**config.mk**
```make
export PLATFORM = sky130hd
export DESIGN_NAME = serial_acc_top
export DESIGN_NICKNAME = d
export VERILOG_FILES = /design/src/common/serial_acc_pkg.sv /design/src/rtl/acc_execute.sv /design/src/rtl/cmd_decode.sv /design/src/rtl/result_queue.sv /design/src/rtl/serial_acc_top.sv /design/src/uart/uart_rx.sv /design/src/uart/word_tx.sv
export VERILOG_INCLUDE_DIRS = /design/src /design/src/common
export SDC_FILE = /design/constraint.sdc
export NUM_CORES = 1
export LEC_CHECK = 0
export ABC_AREA = 1
export BUFFER_PORTS_ARGS = -buffer_cell sky130_fd_sc_hd__buf_4
export CAP_MARGIN = 20
export CORE_MARGIN = 2
export CORE_UTILIZATION = 58
export DETAILED_ROUTE_END_ITERATION = 6
export PLACE_DENSITY = 0.77
export SYNTH_ARGS = -nofsm -noshare
export SYNTH_HDL_FRONTEND = slang
export SYNTH_SLANG_ARGS = --single-unit
export TNS_END_PERCENT = 30
```
**constraint.sdc**
```tcl
create_clock -name clk -period 4.8 [get_ports clk]
set_input_delay 0.24 -clock clk [delete_from_list [all_inputs] [get_ports clk]]
set_output_delay 0.24 -clock clk [all_outputs]
set_load 0.02 [all_outputs]
```
**src/common/serial_acc_cfg.svh**
```systemverilog
`ifndef SERIAL_ACC_CFG_SVH
`define SERIAL_ACC_CFG_SVH

// clocks per serial bit on both lines.
`define SACC_CLK_PER_BIT 8

// result queue slots and the starting credit count.
// must be a power of two.
`define SACC_QUEUE_DEPTH 4

// opcode byte values.
`define SACC_OP_LOAD 8'h01
`define SACC_OP_ADD  8'h02
`define SACC_OP_XOR  8'h03
`define SACC_OP_READ 8'h04

`endif

```
**src/common/serial_acc_pkg.sv**
```systemverilog
`default_nettype none
`include "serial_acc_cfg.svh"

package serial_acc_pkg;

    typedef logic [7:0]  byte_t;
    typedef logic [63:0] word_t;

    // holds zero up to the full queue depth.
    typedef logic [$clog2(`SACC_QUEUE_DEPTH + 1)-1:0] credit_t;

    typedef enum logic [1:0] {
        OP_LOAD,
        OP_ADD,
        OP_XOR,
        OP_READ
    } acc_op_e;

    typedef struct packed {
        acc_op_e op;
        word_t   operand;
    } acc_cmd_t;

    typedef enum logic [1:0] {
        TX_IDLE,
        TX_START_BIT,
        TX_DATA,
        TX_STOP_BIT
    } tx_state_e;

    typedef enum logic [1:0] {
        RX_IDLE,
        RX_START_BIT,
        RX_DATA,
        RX_STOP_BIT
    } rx_state_e;

endpackage

`default_nettype wire

```
**src/rtl/acc_execute.sv**
```systemverilog
`timescale 1ns/1ps
`default_nettype none
`include "serial_acc_cfg.svh"

module acc_execute
    import serial_acc_pkg::*;
(
    input  wire logic     clk,
    input  wire logic     rst,
    input  wire logic     cmd_valid,
    input  wire acc_cmd_t cmd,
    output logic          cmd_ready,
    output logic          res_push,
    output word_t         res_word,
    input  wire logic     credit_return
);

    localparam credit_t MAX_CREDITS = credit_t'(`SACC_QUEUE_DEPTH);

    credit_t credits;
    word_t   acc;
    word_t   acc_next;
    logic    accept;

    assign cmd_ready = (credits != '0);
    assign accept    = cmd_valid && cmd_ready;
    assign res_word  = acc; // new value sits here while res_push is high.

    always_comb begin
        unique case (cmd.op)
            OP_LOAD: acc_next = cmd.operand;
            OP_ADD:  acc_next = acc + cmd.operand; // wraps mod 2^64.
            OP_XOR:  acc_next = acc ^ cmd.operand;
            OP_READ: acc_next = acc;
            default: acc_next = acc;
        endcase
    end

    // credit spent at acceptance and push one cycle later.
    always_ff @(posedge clk) begin
        if (rst) begin
            credits <= MAX_CREDITS;
        end else begin
            case ({accept, credit_return})
                2'b10:   credits <= credits - 1'b1;
                2'b01:   credits <= credits + 1'b1;
                default: credits <= credits;
            endcase
        end
    end

    always_ff @(posedge clk) begin
        if (rst) begin
            acc      <= '0;
            res_push <= 1'b0;
        end else begin
            res_push <= accept;
            if (accept) acc <= acc_next;
        end
    end

    a_credit_bound: assert property (@(posedge clk) disable iff (rst)
        credits <= MAX_CREDITS);

endmodule

`default_nettype wire

```
**src/rtl/cmd_decode.sv**
```systemverilog
`timescale 1ns/1ps
`default_nettype none
`include "serial_acc_cfg.svh"

module cmd_decode
    import serial_acc_pkg::*;
(
    input  wire logic  clk,
    input  wire logic  rst,
    input  wire logic  rx_valid,
    input  wire byte_t rx_byte,
    output logic       cmd_valid,
    output acc_cmd_t   cmd,
    input  wire logic  cmd_ready,
    output logic       bad_op,
    output logic       overrun
);

    logic [3:0] byte_cnt;
    byte_t      opcode;
    word_t      operand_sr;
    word_t      operand_next;
    acc_op_e    op_map;
    logic       op_known;
    logic       frame_end;
    logic       held;
    logic       load_cmd;

    assign operand_next = {rx_byte, operand_sr[63:8]};
    assign frame_end    = rx_valid && (byte_cnt == 4'd8);
    assign held         = cmd_valid && !cmd_ready; // not leaving this cycle.
    assign load_cmd     = frame_end && op_known && !held;

    always_comb begin
        op_known = 1'b1;
        op_map   = OP_READ;
        case (opcode)
            `SACC_OP_LOAD: op_map = OP_LOAD;
            `SACC_OP_ADD:  op_map = OP_ADD;
            `SACC_OP_XOR:  op_map = OP_XOR;
            `SACC_OP_READ: op_map = OP_READ;
            default:       op_known = 1'b0;
        endcase
    end

    always_ff @(posedge clk) begin
        if (rst) begin
            byte_cnt  <= '0;
            cmd_valid <= 1'b0;
            bad_op    <= 1'b0;
            overrun   <= 1'b0;
        end else begin
            if (rx_valid) byte_cnt <= frame_end ? 4'd0 : byte_cnt + 1'b1;
            if (cmd_valid && cmd_ready) cmd_valid <= 1'b0;
            if (frame_end) begin
                if (!op_known) bad_op <= 1'b1;
                else if (held) overrun <= 1'b1; // new frame is dropped.
                else cmd_valid <= 1'b1;
            end
        end
    end

    always_ff @(posedge clk) begin
        if (rx_valid && byte_cnt == 4'd0) opcode <= rx_byte;
        if (rx_valid && byte_cnt != 4'd0) operand_sr <= operand_next;
        if (load_cmd) cmd <= '{op: op_map, operand: operand_next};
    end

    a_cmd_stable: assert property (@(posedge clk) disable iff (rst)
        held |=> $stable(cmd));

endmodule

`default_nettype wire

```
**src/rtl/result_queue.sv**
```systemverilog
`timescale 1ns/1ps
`default_nettype none
`include "serial_acc_cfg.svh"

module result_queue
    import serial_acc_pkg::*;
(
    input  wire logic  clk,
    input  wire logic  rst,
    input  wire logic  res_push,
    input  wire word_t res_word,
    output logic       credit_return,
    input  wire logic  tx_busy,
    output logic       tx_start,
    output word_t      tx_word
);

    localparam int      DEPTH = `SACC_QUEUE_DEPTH;
    localparam int      PTR_W = $clog2(DEPTH);
    localparam credit_t FULL  = credit_t'(DEPTH);

    word_t            mem [DEPTH];
    logic [PTR_W-1:0] wr_ptr;
    logic [PTR_W-1:0] rd_ptr;
    credit_t          count;
    logic             pop;

    // launch head word whenever the transmitter is free.
    assign pop           = (count != '0) && !tx_busy;
    assign tx_start      = pop;
    assign credit_return = pop; // a freed slot goes back as a credit.
    assign tx_word       = mem[rd_ptr];

    always_ff @(posedge clk) begin
        if (res_push) mem[wr_ptr] <= res_word;
    end

    always_ff @(posedge clk) begin
        if (rst) begin
            wr_ptr <= '0;
            rd_ptr <= '0;
            count  <= '0;
        end else begin
            if (res_push) wr_ptr <= wr_ptr + 1'b1; // wraps since depth is a power of two.
            if (pop) rd_ptr <= rd_ptr + 1'b1;
            case ({res_push, pop})
                2'b10:   count <= count + 1'b1;
                2'b01:   count <= count - 1'b1;
                default: count <= count;
            endcase
        end
    end

    a_no_overflow: assert property (@(posedge clk) disable iff (rst)
        res_push |-> (count != FULL));

endmodule

`default_nettype wire

```
**src/rtl/serial_acc_top.sv**
```systemverilog
`timescale 1ns/1ps
`default_nettype none

module serial_acc_top
    import serial_acc_pkg::*;
(
    input  wire logic clk,
    input  wire logic rst,
    input  wire logic rx,
    output logic      tx,
    output logic      bad_op,
    output logic      overrun
);

    logic     rx_valid;
    byte_t    rx_byte;
    logic     cmd_valid;
    logic     cmd_ready;
    acc_cmd_t cmd;
    logic     res_push;
    word_t    res_word;
    logic     credit_return;
    logic     tx_busy;
    logic     tx_start;
    word_t    tx_word;

    uart_rx u_uart_rx (
        .clk(clk), .rst(rst), .rx(rx), .rx_valid(rx_valid), .rx_byte(rx_byte)
    );

    cmd_decode u_cmd_decode (
        .clk(clk), .rst(rst), .rx_valid(rx_valid), .rx_byte(rx_byte),
        .cmd_valid(cmd_valid), .cmd(cmd), .cmd_ready(cmd_ready),
        .bad_op(bad_op), .overrun(overrun)
    );

    acc_execute u_acc_execute (
        .clk(clk), .rst(rst), .cmd_valid(cmd_valid), .cmd(cmd), .cmd_ready(cmd_ready),
        .res_push(res_push), .res_word(res_word), .credit_return(credit_return)
    );

    result_queue u_result_queue (
        .clk(clk), .rst(rst), .res_push(res_push), .res_word(res_word),
        .credit_return(credit_return), .tx_busy(tx_busy),
        .tx_start(tx_start), .tx_word(tx_word)
    );

    word_tx u_word_tx (
        .clk(clk), .rst(rst), .tx_start(tx_start), .tx_word(tx_word),
        .tx(tx), .busy(tx_busy)
    );

endmodule

`default_nettype wire

```
**src/uart/uart_rx.sv**
```systemverilog
`timescale 1ns/1ps
`default_nettype none
`include "serial_acc_cfg.svh"

module uart_rx
    import serial_acc_pkg::*;
(
    input  wire logic clk,
    input  wire logic rst,
    input  wire logic rx,
    output logic      rx_valid,
    output byte_t     rx_byte
);

    localparam int CPB   = `SACC_CLK_PER_BIT;
    localparam int CTR_W = $clog2(CPB);

    rx_state_e        state;
    logic [CTR_W-1:0] ctr;
    logic [2:0]       bit_idx;
    logic             rx_meta;
    logic             rx_sync;

    // two flops in front of everything else.
    always_ff @(posedge clk) begin
        if (rst) begin
            rx_meta <= 1'b1;
            rx_sync <= 1'b1;
        end else begin
            rx_meta <= rx;
            rx_sync <= rx_meta;
        end
    end

    always_ff @(posedge clk) begin
        if (rst) begin
            state    <= RX_IDLE;
            ctr      <= '0;
            bit_idx  <= '0;
            rx_valid <= 1'b0;
        end else begin
            rx_valid <= 1'b0;
            case (state)
                RX_IDLE: begin
                    ctr     <= '0;
                    bit_idx <= '0;
                    if (!rx_sync) state <= RX_START_BIT; // falling edge.
                end
                RX_START_BIT: begin
                    ctr <= ctr + 1'b1;
                    if (ctr == CTR_W'(CPB / 2 - 1)) begin
                        ctr   <= '0;
                        state <= rx_sync ? RX_IDLE : RX_DATA; // line back high means a glitch.
                    end
                end
                RX_DATA: begin
                    ctr <= ctr + 1'b1;
                    if (ctr == CTR_W'(CPB - 1)) begin
                        ctr     <= '0;
                        rx_byte <= {rx_sync, rx_byte[7:1]}; // lsb arrives first.
                        bit_idx <= bit_idx + 1'b1;
                        if (bit_idx == 3'd7) state <= RX_STOP_BIT;
                    end
                end
                RX_STOP_BIT: begin
                    ctr <= ctr + 1'b1;
                    if (ctr == CTR_W'(CPB - 1)) begin
                        rx_valid <= rx_sync; // bad stop bit drops the byte.
                        state    <= RX_IDLE;
                    end
                end
                default: state <= RX_IDLE;
            endcase
        end
    end

    a_rx_valid_pulse: assert property (@(posedge clk) disable iff (rst)
        rx_valid |=> !rx_valid);

endmodule

`default_nettype wire

```
**src/uart/word_tx.sv**
```systemverilog
`timescale 1ns/1ps
`default_nettype none
`include "serial_acc_cfg.svh"

module word_tx
    import serial_acc_pkg::*;
(
    input  wire logic  clk,
    input  wire logic  rst,
    input  wire logic  tx_start,
    input  wire word_t tx_word,
    output logic       tx,
    output logic       busy
);

    localparam int CPB   = `SACC_CLK_PER_BIT;
    localparam int CTR_W = $clog2(CPB);

    tx_state_e        state;
    logic [CTR_W-1:0] ctr;
    logic [2:0]       bit_idx;
    logic [2:0]       byte_idx;
    word_t            shift_word;
    logic             bit_done;

    assign bit_done = (ctr == CTR_W'(CPB - 1));

    always_ff @(posedge clk) begin
        if (rst) begin
            state    <= TX_IDLE;
            ctr      <= '0;
            bit_idx  <= '0;
            byte_idx <= '0;
            tx       <= 1'b1;
            busy     <= 1'b0;
        end else begin
            case (state)
                TX_IDLE: begin
                    tx       <= 1'b1;
                    ctr      <= '0;
                    bit_idx  <= '0;
                    byte_idx <= '0;
                    if (tx_start) begin
                        shift_word <= tx_word;
                        tx         <= 1'b0; // start bit of byte 0.
                        busy       <= 1'b1;
                        state      <= TX_START_BIT;
                    end
                end
                TX_START_BIT: begin
                    ctr <= ctr + 1'b1;
                    if (bit_done) begin
                        ctr        <= '0;
                        tx         <= shift_word[0];
                        shift_word <= shift_word >> 1;
                        state      <= TX_DATA;
                    end
                end
                TX_DATA: begin
                    ctr <= ctr + 1'b1;
                    if (bit_done) begin
                        ctr <= '0;
                        if (bit_idx == 3'd7) begin
                            bit_idx <= '0;
                            tx      <= 1'b1;
                            state   <= TX_STOP_BIT;
                        end else begin
                            bit_idx    <= bit_idx + 1'b1;
                            tx         <= shift_word[0];
                            shift_word <= shift_word >> 1;
                        end
                    end
                end
                TX_STOP_BIT: begin
                    ctr <= ctr + 1'b1;
                    if (bit_done) begin
                        ctr <= '0;
                        if (byte_idx == 3'd7) begin
                            busy  <= 1'b0; // word done.
                            state <= TX_IDLE;
                        end else begin
                            byte_idx <= byte_idx + 1'b1;
                            tx       <= 1'b0;
                            state    <= TX_START_BIT;
                        end
                    end
                end
                default: state <= TX_IDLE;
            endcase
        end
    end

    a_no_start_busy: assert property (@(posedge clk) disable iff (rst)
        tx_start |-> !busy);

endmodule

`default_nettype wire
```
# Word level (Yosys, flattened, before mapping)
# Memory sizes are Yosys's and may differ from the RTL's. A register that Yosys moved wholly into a read port is not among the register bits.
# Index checks and enable logic that the tools add are counted.
# op_classes
addsub	13
mul	0
n_div	0
order_cmp	0
eq_ne	37
n_shift	0
mux	57
bitwise	6
n_reduce_logical	39
# op_table
op	n
64-bit one-hot mux with 3 select lines	2
64-bit 2-to-1 mux	4
64-bit adder	1
64-bit bitwise XOR	1
3-bit one-hot mux with 2 select lines	6
2-bit 2-to-1 mux	13
3-bit 2-to-1 mux	8
3-bit by 1-bit adder with 3-bit output, second input constant	7
2-bit by 1-bit != test with 1-bit output, second input constant	9
1-bit 2-to-1 mux	17
2-bit equality test, second input constant	8
8-bit by 2-bit equality test with 1-bit output, second input constant	2
2-bit one-hot mux with 4 select lines	2
3-bit equality test, second input constant	5
3-bit one-hot mux with 4 select lines	1
2-bit by 1-bit equality test with 1-bit output, second input constant	5
5-bit AND reduction	2
2-bit nonzero test	5
3-bit AND reduction	3
3-bit nonzero test	3
8-bit by 1-bit equality test with 1-bit output, second input constant	1
8-bit by 3-bit equality test with 1-bit output, second input constant	1
1-bit logical AND	8
2-bit != test, second input constant	4
19 further kinds	34
# totals
ff_bits	316
latch_bits	0
mem_bits_rw	256
rom_bits	0
inputBits	3
output_inout_bits	3
mem_count	1
# memory_table
memory	words	width	rd	rd_clocked_by_memory_dff	wr	line	text
u_result_queue.mem	4	64	1	1	1	result_queue.sv:22	word_t mem [DEPTH];

# Depth between registers and ports, before layout
# logic_depth
depth_word	6
depth_mapped	19

# Modules after synthesis
# Synthesis repeated with hierarchy kept, for this count alone.
# hier_totals
hier_cells	3215
hier_area_um2	28411.0
# modules_own_cells
module	instances	cells_each	area_each_um2	seq_area_each_um2
result_queue	1	683	9973.3	7867.5
acc_execute	1	1884	9846.9	1361.3
cmd_decode	1	193	4339.2	4043.9
word_tx	1	377	3492.1	2182.1
uart_rx	1	78	759.5	460.4

# Least setup slack after synthesis
# OpenSTA, ideal clock, no wires.
# synth_path
path_type	register to register
start	register u_cmd_decode.opcode[5]
end	register u_cmd_decode.cmd[0] (netlist name)
setup_ns	0.490
arrival_ns	3.986
required_time_ns	4.310
slack_ns	0.324
stages_incl_launch_ff	10
n_path_buf	0
period_less_slack_ns	4.476
path_cell_list	edfxtp_1 nor4_1 inv_1 nor3_1 nand2_1 inv_1 a21oi_1 inv_1 nand2_1 nor2_1
# synth_via
elab_chain_len	5
word_cells_on_any_way	8
classes_between	eq/ne: 4; mux: 1; reduce/logical: 3
# synth_lines
item	line	text
start: declaration	cmd_decode.sv:20	byte_t opcode;
start signal: assignment	cmd_decode.sv:64	if (rx_valid && byte_cnt == 4'd0) opcode <= rx_byte;
8-bit by 1-bit equality test with 1-bit output (tied with other cells)	cmd_decode.sv:37	case (opcode)
4-bit OR reduction (no line) (*)	-	
1-bit 2-to-1 mux (*)	cmd_decode.sv:37	
1-bit logical AND (*) (2 in series)	cmd_decode.sv:32	assign load_cmd = frame_end && op_known && !held;
named net u_cmd_decode.load_cmd	cmd_decode.sv:27	logic load_cmd;
# Mark *: on every way through the listed nets, which the timed path passes. The rest lies on a longest branch.
# A chain may end at the register's enable or synchronous reset.

# Worst setup path in the final report
# layout_path
start	register u_cmd_decode.opcode[5]
end	register u_cmd_decode.cmd[47] (netlist name)
# layout_via
elab_chain_len	5
word_cells_on_any_way	8
classes_between	eq/ne: 4; mux: 1; reduce/logical: 3
# layout_lines
item	line
8-bit by 1-bit equality test with 1-bit output (tied with other cells)	cmd_decode.sv:37
4-bit OR reduction (no line) (*)	-
1-bit 2-to-1 mux (*)	cmd_decode.sv:37
1-bit logical AND (*) (2 in series)	cmd_decode.sv:32
named net u_cmd_decode.load_cmd	cmd_decode.sv:27
# Marked as above.

==> out/qor.csv <==
stage,metric,value,unit
sta,finClkSkew,17.4,ps
placement,dp_cells,3708,
grt,grtUsageMet3,0.0543,
floorplanning,core_area,47700,sq um
worst_setup_path,arrival,3170,ps
logic_synthesis,syn_nets,3265,
clock_network,postCtsHoldBufs,1,
floorplanning,die_w,224,um
floorplanning,initial_utilization,0.587,
status,outcome,completed,
sta,worst_slack,1920,ps
run,cap_violations,0,
logic_synthesis,synth_edf_count,458,
power_and_ir_drop,power.density,420,nW/um^2
logic_synthesis,yosysSeqAreaShare,0.568,
floorplanning,rows,80,
route,drt_iter0_markers,2036,
route,vias,21663,
logic_synthesis,synth.ff_latch_count,566,
sta,post-route-period-util,0.601,
worst_hold_path,worstHoldStart,rst,
sta,finalHoldViolations,0,
grt,antenna_found_initial,0,
logic_synthesis,syn_inst,3169,
route,vias_per_cell,5.68,
placement,place_congestion,0.967,
route,firstDrtPassIters,6,
grt,grtUsageTotal,0.311,
sta,fmax,0.347,GHz
final_layout,ff_latch_area,15900,sq um
worst_setup_path,worstSetupPathType,flip-flop to flip-flop,
placement,place_area,28600,sq um
sta,worst_pin_slew,1030,ps
route,ant_nets,0,
logic_synthesis,ys.flop_type,edfxtp_1,
clock_network,clkSlewWorstSetupHoldPaths,60,ps
sta,setup-tns-final,0,ps
logic_synthesis,mappedNetlistArea,28000,sq um
power_and_ir_drop,leakage,12.6,nW
worst_hold_path,min-delay-path-class,input pin to flip-flop,
clock_network,post_cts_buffers,0,
logic_synthesis,yosysWarnings,0,
floorplanning,die_y,224,um
final_layout,final_cell_count_no_fill,3817,
final_layout,mostFrequentLayoutCells,"nand2_1, nor2_1, edfxtp_1",
logic_synthesis,async_reset_ff_frac,0,
grt,met2_usage,0.500,
route,routedWlPerCell,20.3,um
grt,grt_max_degree,83,
logic_synthesis,synth.avg_cell_area,8.85,sq um
placement,port_buffers,5,
worst_setup_path,r2r-start,u_cmd_decode.opcode[5],
final_layout,syn2layout_area_growth,9.19,%
grt,overflow,0,
clock_network,cts_tree,done,
power_and_ir_drop,worst_ir_drop_vdd,0.687,mV
route,wirelength,77500,um
floorplanning,die_area,50100,sq um
logic_synthesis,synth_cell_types,50,
clock_network,cts.sinks,566,
grt,grt_util_met1,0.436,
final_layout,fin_area,30600,sq um
grt,grt_pass1_wl,118000,um
worst_setup_path,crit-reg2reg-capture,u_cmd_decode.cmd[47],
clock_network,post_cts_resized,0,
grt,grt_busiest_layer,met2,
sta,rsz0062_at_grt,no,
clock_network,numCtsBuffers,57,
worst_setup_path,cp_max_fo,30,
clock_network,root_buffer,clkbuf_16,
sta,maxSlewViolCount,0,
final_layout,final_common_cell,nand2_1,
worst_hold_path,hold_path_depth,2,
worst_setup_path,reg2reg_depth,10,
worst_setup_path,r2r_slack,1920,ps
final_layout,num_antenna_cells,0,
worst_hold_path,hold-path-endpoint,u_word_tx.byte_idx[1],
worst_setup_path,end_kind,flip-flop,
route,drc,0,
clock_network,clock_latency,620,ps
final_layout,multi_input_area,10200,sq um
placement,place_ws,1900,ps
placement,place_hpwl,52600,um
grt,grt_pass1_vias,20819,
sta,setup_viol,0,
worst_setup_path,required,5090,ps
final_layout,layout-drive-gt1-share,0.0759,
final_layout,nets,3249,
final_layout,nFillCells,3814,
floorplanning,io_pins,6,
sta,min_period,2880,ps
clock_network,cts_buffer_depth,3,
worst_setup_path,cp-start-kind,flip-flop,
sta,timing.slew.headroom,0.311,
clock_network,h-tree-depth,2,
-- synthesized netlist by cell type (3+ instances only) --
| library cell | n | area (sq um) |
|---|---|---|
| or2_2 | 8 | 50.1 |
| o21ai_0 | 207 | 1040 |
| a31oi_1 | 68 | 425 |
| clkbuf_8 | 7 | 96.3 |
| nand2_1 | 753 | 2830 |
| a211oi_1 | 3 | 22.5 |
| nor2_1 | 508 | 1910 |
| o21bai_1 | 4 | 30.0 |
| a21oi_1 | 192 | 961 |
| dfxtp_1 | 108 | 2160 |
| nand3_2 | 11 | 110 |
| nor4_1 | 3 | 18.8 |
| buf_2 | 10 | 50.1 |
| buf_1 | 8 | 30.0 |
| edfxtp_1 | 458 | 13800 |
| ha_1 | 90 | 1130 |
| or2_1 | 4 | 25.0 |
| nor2_4 | 4 | 45.0 |
| nand2_2 | 38 | 238 |
| nor3_2 | 4 | 40.0 |
| nor2_2 | 18 | 113 |
| inv_1 | 400 | 1500 |
| a21o_1 | 3 | 22.5 |
| clkbuf_1 | 77 | 289 |
| nand4_1 | 8 | 50.1 |
| nor3_1 | 14 | 70.1 |
| o211ai_1 | 8 | 60.1 |
| fa_1 | 3 | 60.1 |
| clkinv_1 | 3 | 11.3 |
| inv_2 | 5 | 18.8 |
| a21oi_2 | 11 | 96.3 |
| nand3b_1 | 10 | 75.1 |
| nand3_1 | 97 | 485 |
-- through the flow --
step	hold slack (ps)	utilization	power [mW]
2_1_floorplan	344	-	7.56
3_3_place_gp	391	0.599	8.11
3_5_place_dp	405	0.599	8.24
4_1_cts	205	0.641	12.9
5_1_grt	252	0.641	13.4
6_report	232	0.641	12.9
-- critical path: stages, from the launching register on --
cell,delay (ps)
edfxtp_1,360
nor4_1,390
inv_1,70
nor3_1,200
nand2_1,80
inv_1,80
a21oi_1,40
inv_1,120
nand2_1,110
nor2_4,660
buf_4,440
-- power breakdown --
part / internal (mW) / total (mW) / switching, mW
logic: 0.637 / 2.20 / 1.56
registers: 5.75 / 5.97 / 0.216
clock network: 2.75 / 4.68 / 1.94
-- worst max path at each step --
stage,from,end
2_1_floorplan,u_cmd_decode.opcode[5],u_cmd_decode.cmd[0]
3_3_place_gp,u_cmd_decode.opcode[5],u_cmd_decode.cmd[37]
5_1_grt,u_cmd_decode.opcode[5],u_cmd_decode.cmd[44]
6_report,u_cmd_decode.opcode[5],u_cmd_decode.cmd[47]
3_5_place_dp,u_cmd_decode.opcode[5],u_cmd_decode.cmd[39]
4_1_cts,u_cmd_decode.opcode[5],u_cmd_decode.cmd[30]
-- cell type report --
class                   count  area share
clock buffers              63      0.0487
flip-flops and latches    566       0.520
inverters                 408      0.0501
clock inverters            45      0.0167
well taps                 615      0.0251
repair buffers             30     0.00785
multi-input cells        2090       0.332
-- flip-flops by register name (all words and copies together) (netlist names), 2 cells and up, named ones only --
name	cells
u_result_queue.mem	256
u_cmd_decode.cmd	66
u_acc_execute.res_word	64
u_word_tx.shift_word	64
u_cmd_decode.operand_sr	56
u_cmd_decode.opcode	8
u_uart_rx.rx_byte	8
u_cmd_decode.byte_cnt	4
u_acc_execute.credits	3
u_result_queue.count	3
u_uart_rx.bit_idx	3
u_uart_rx.ctr	3
u_word_tx.bit_idx	3
u_word_tx.byte_idx	3
u_word_tx.ctr	3
u_result_queue.rd_ptr	2
u_result_queue.wr_ptr	2
u_word_tx.state	2
-- layer usage --
metal | up-vias | share of wire
met5 | - | 0
met1 | 10325 | 0.44
li1 | 10406 | -
met3 | 100 | 0.081
met2 | 832 | 0.46
met4 | 0 | 0.025
-- kinds of logic (layout without fill, tap and decap cells) --
group | count (synthesis) | in the layout | synth area share
AOI/OAI and AO/OA | 507 | 507 | 0.0984
and+or+nand+nor | 1486 | 1486 | 0.218
adders and majority gates | 93 | 93 | 0.0423
DFF | 566 | 566 | 0.568
buffers and inverters | 513 | 546 | 0.0721
xor gates and xnor gates | 4 | 4 | 0.00125
No activity file was read; power rests on OpenSTA's default activity.
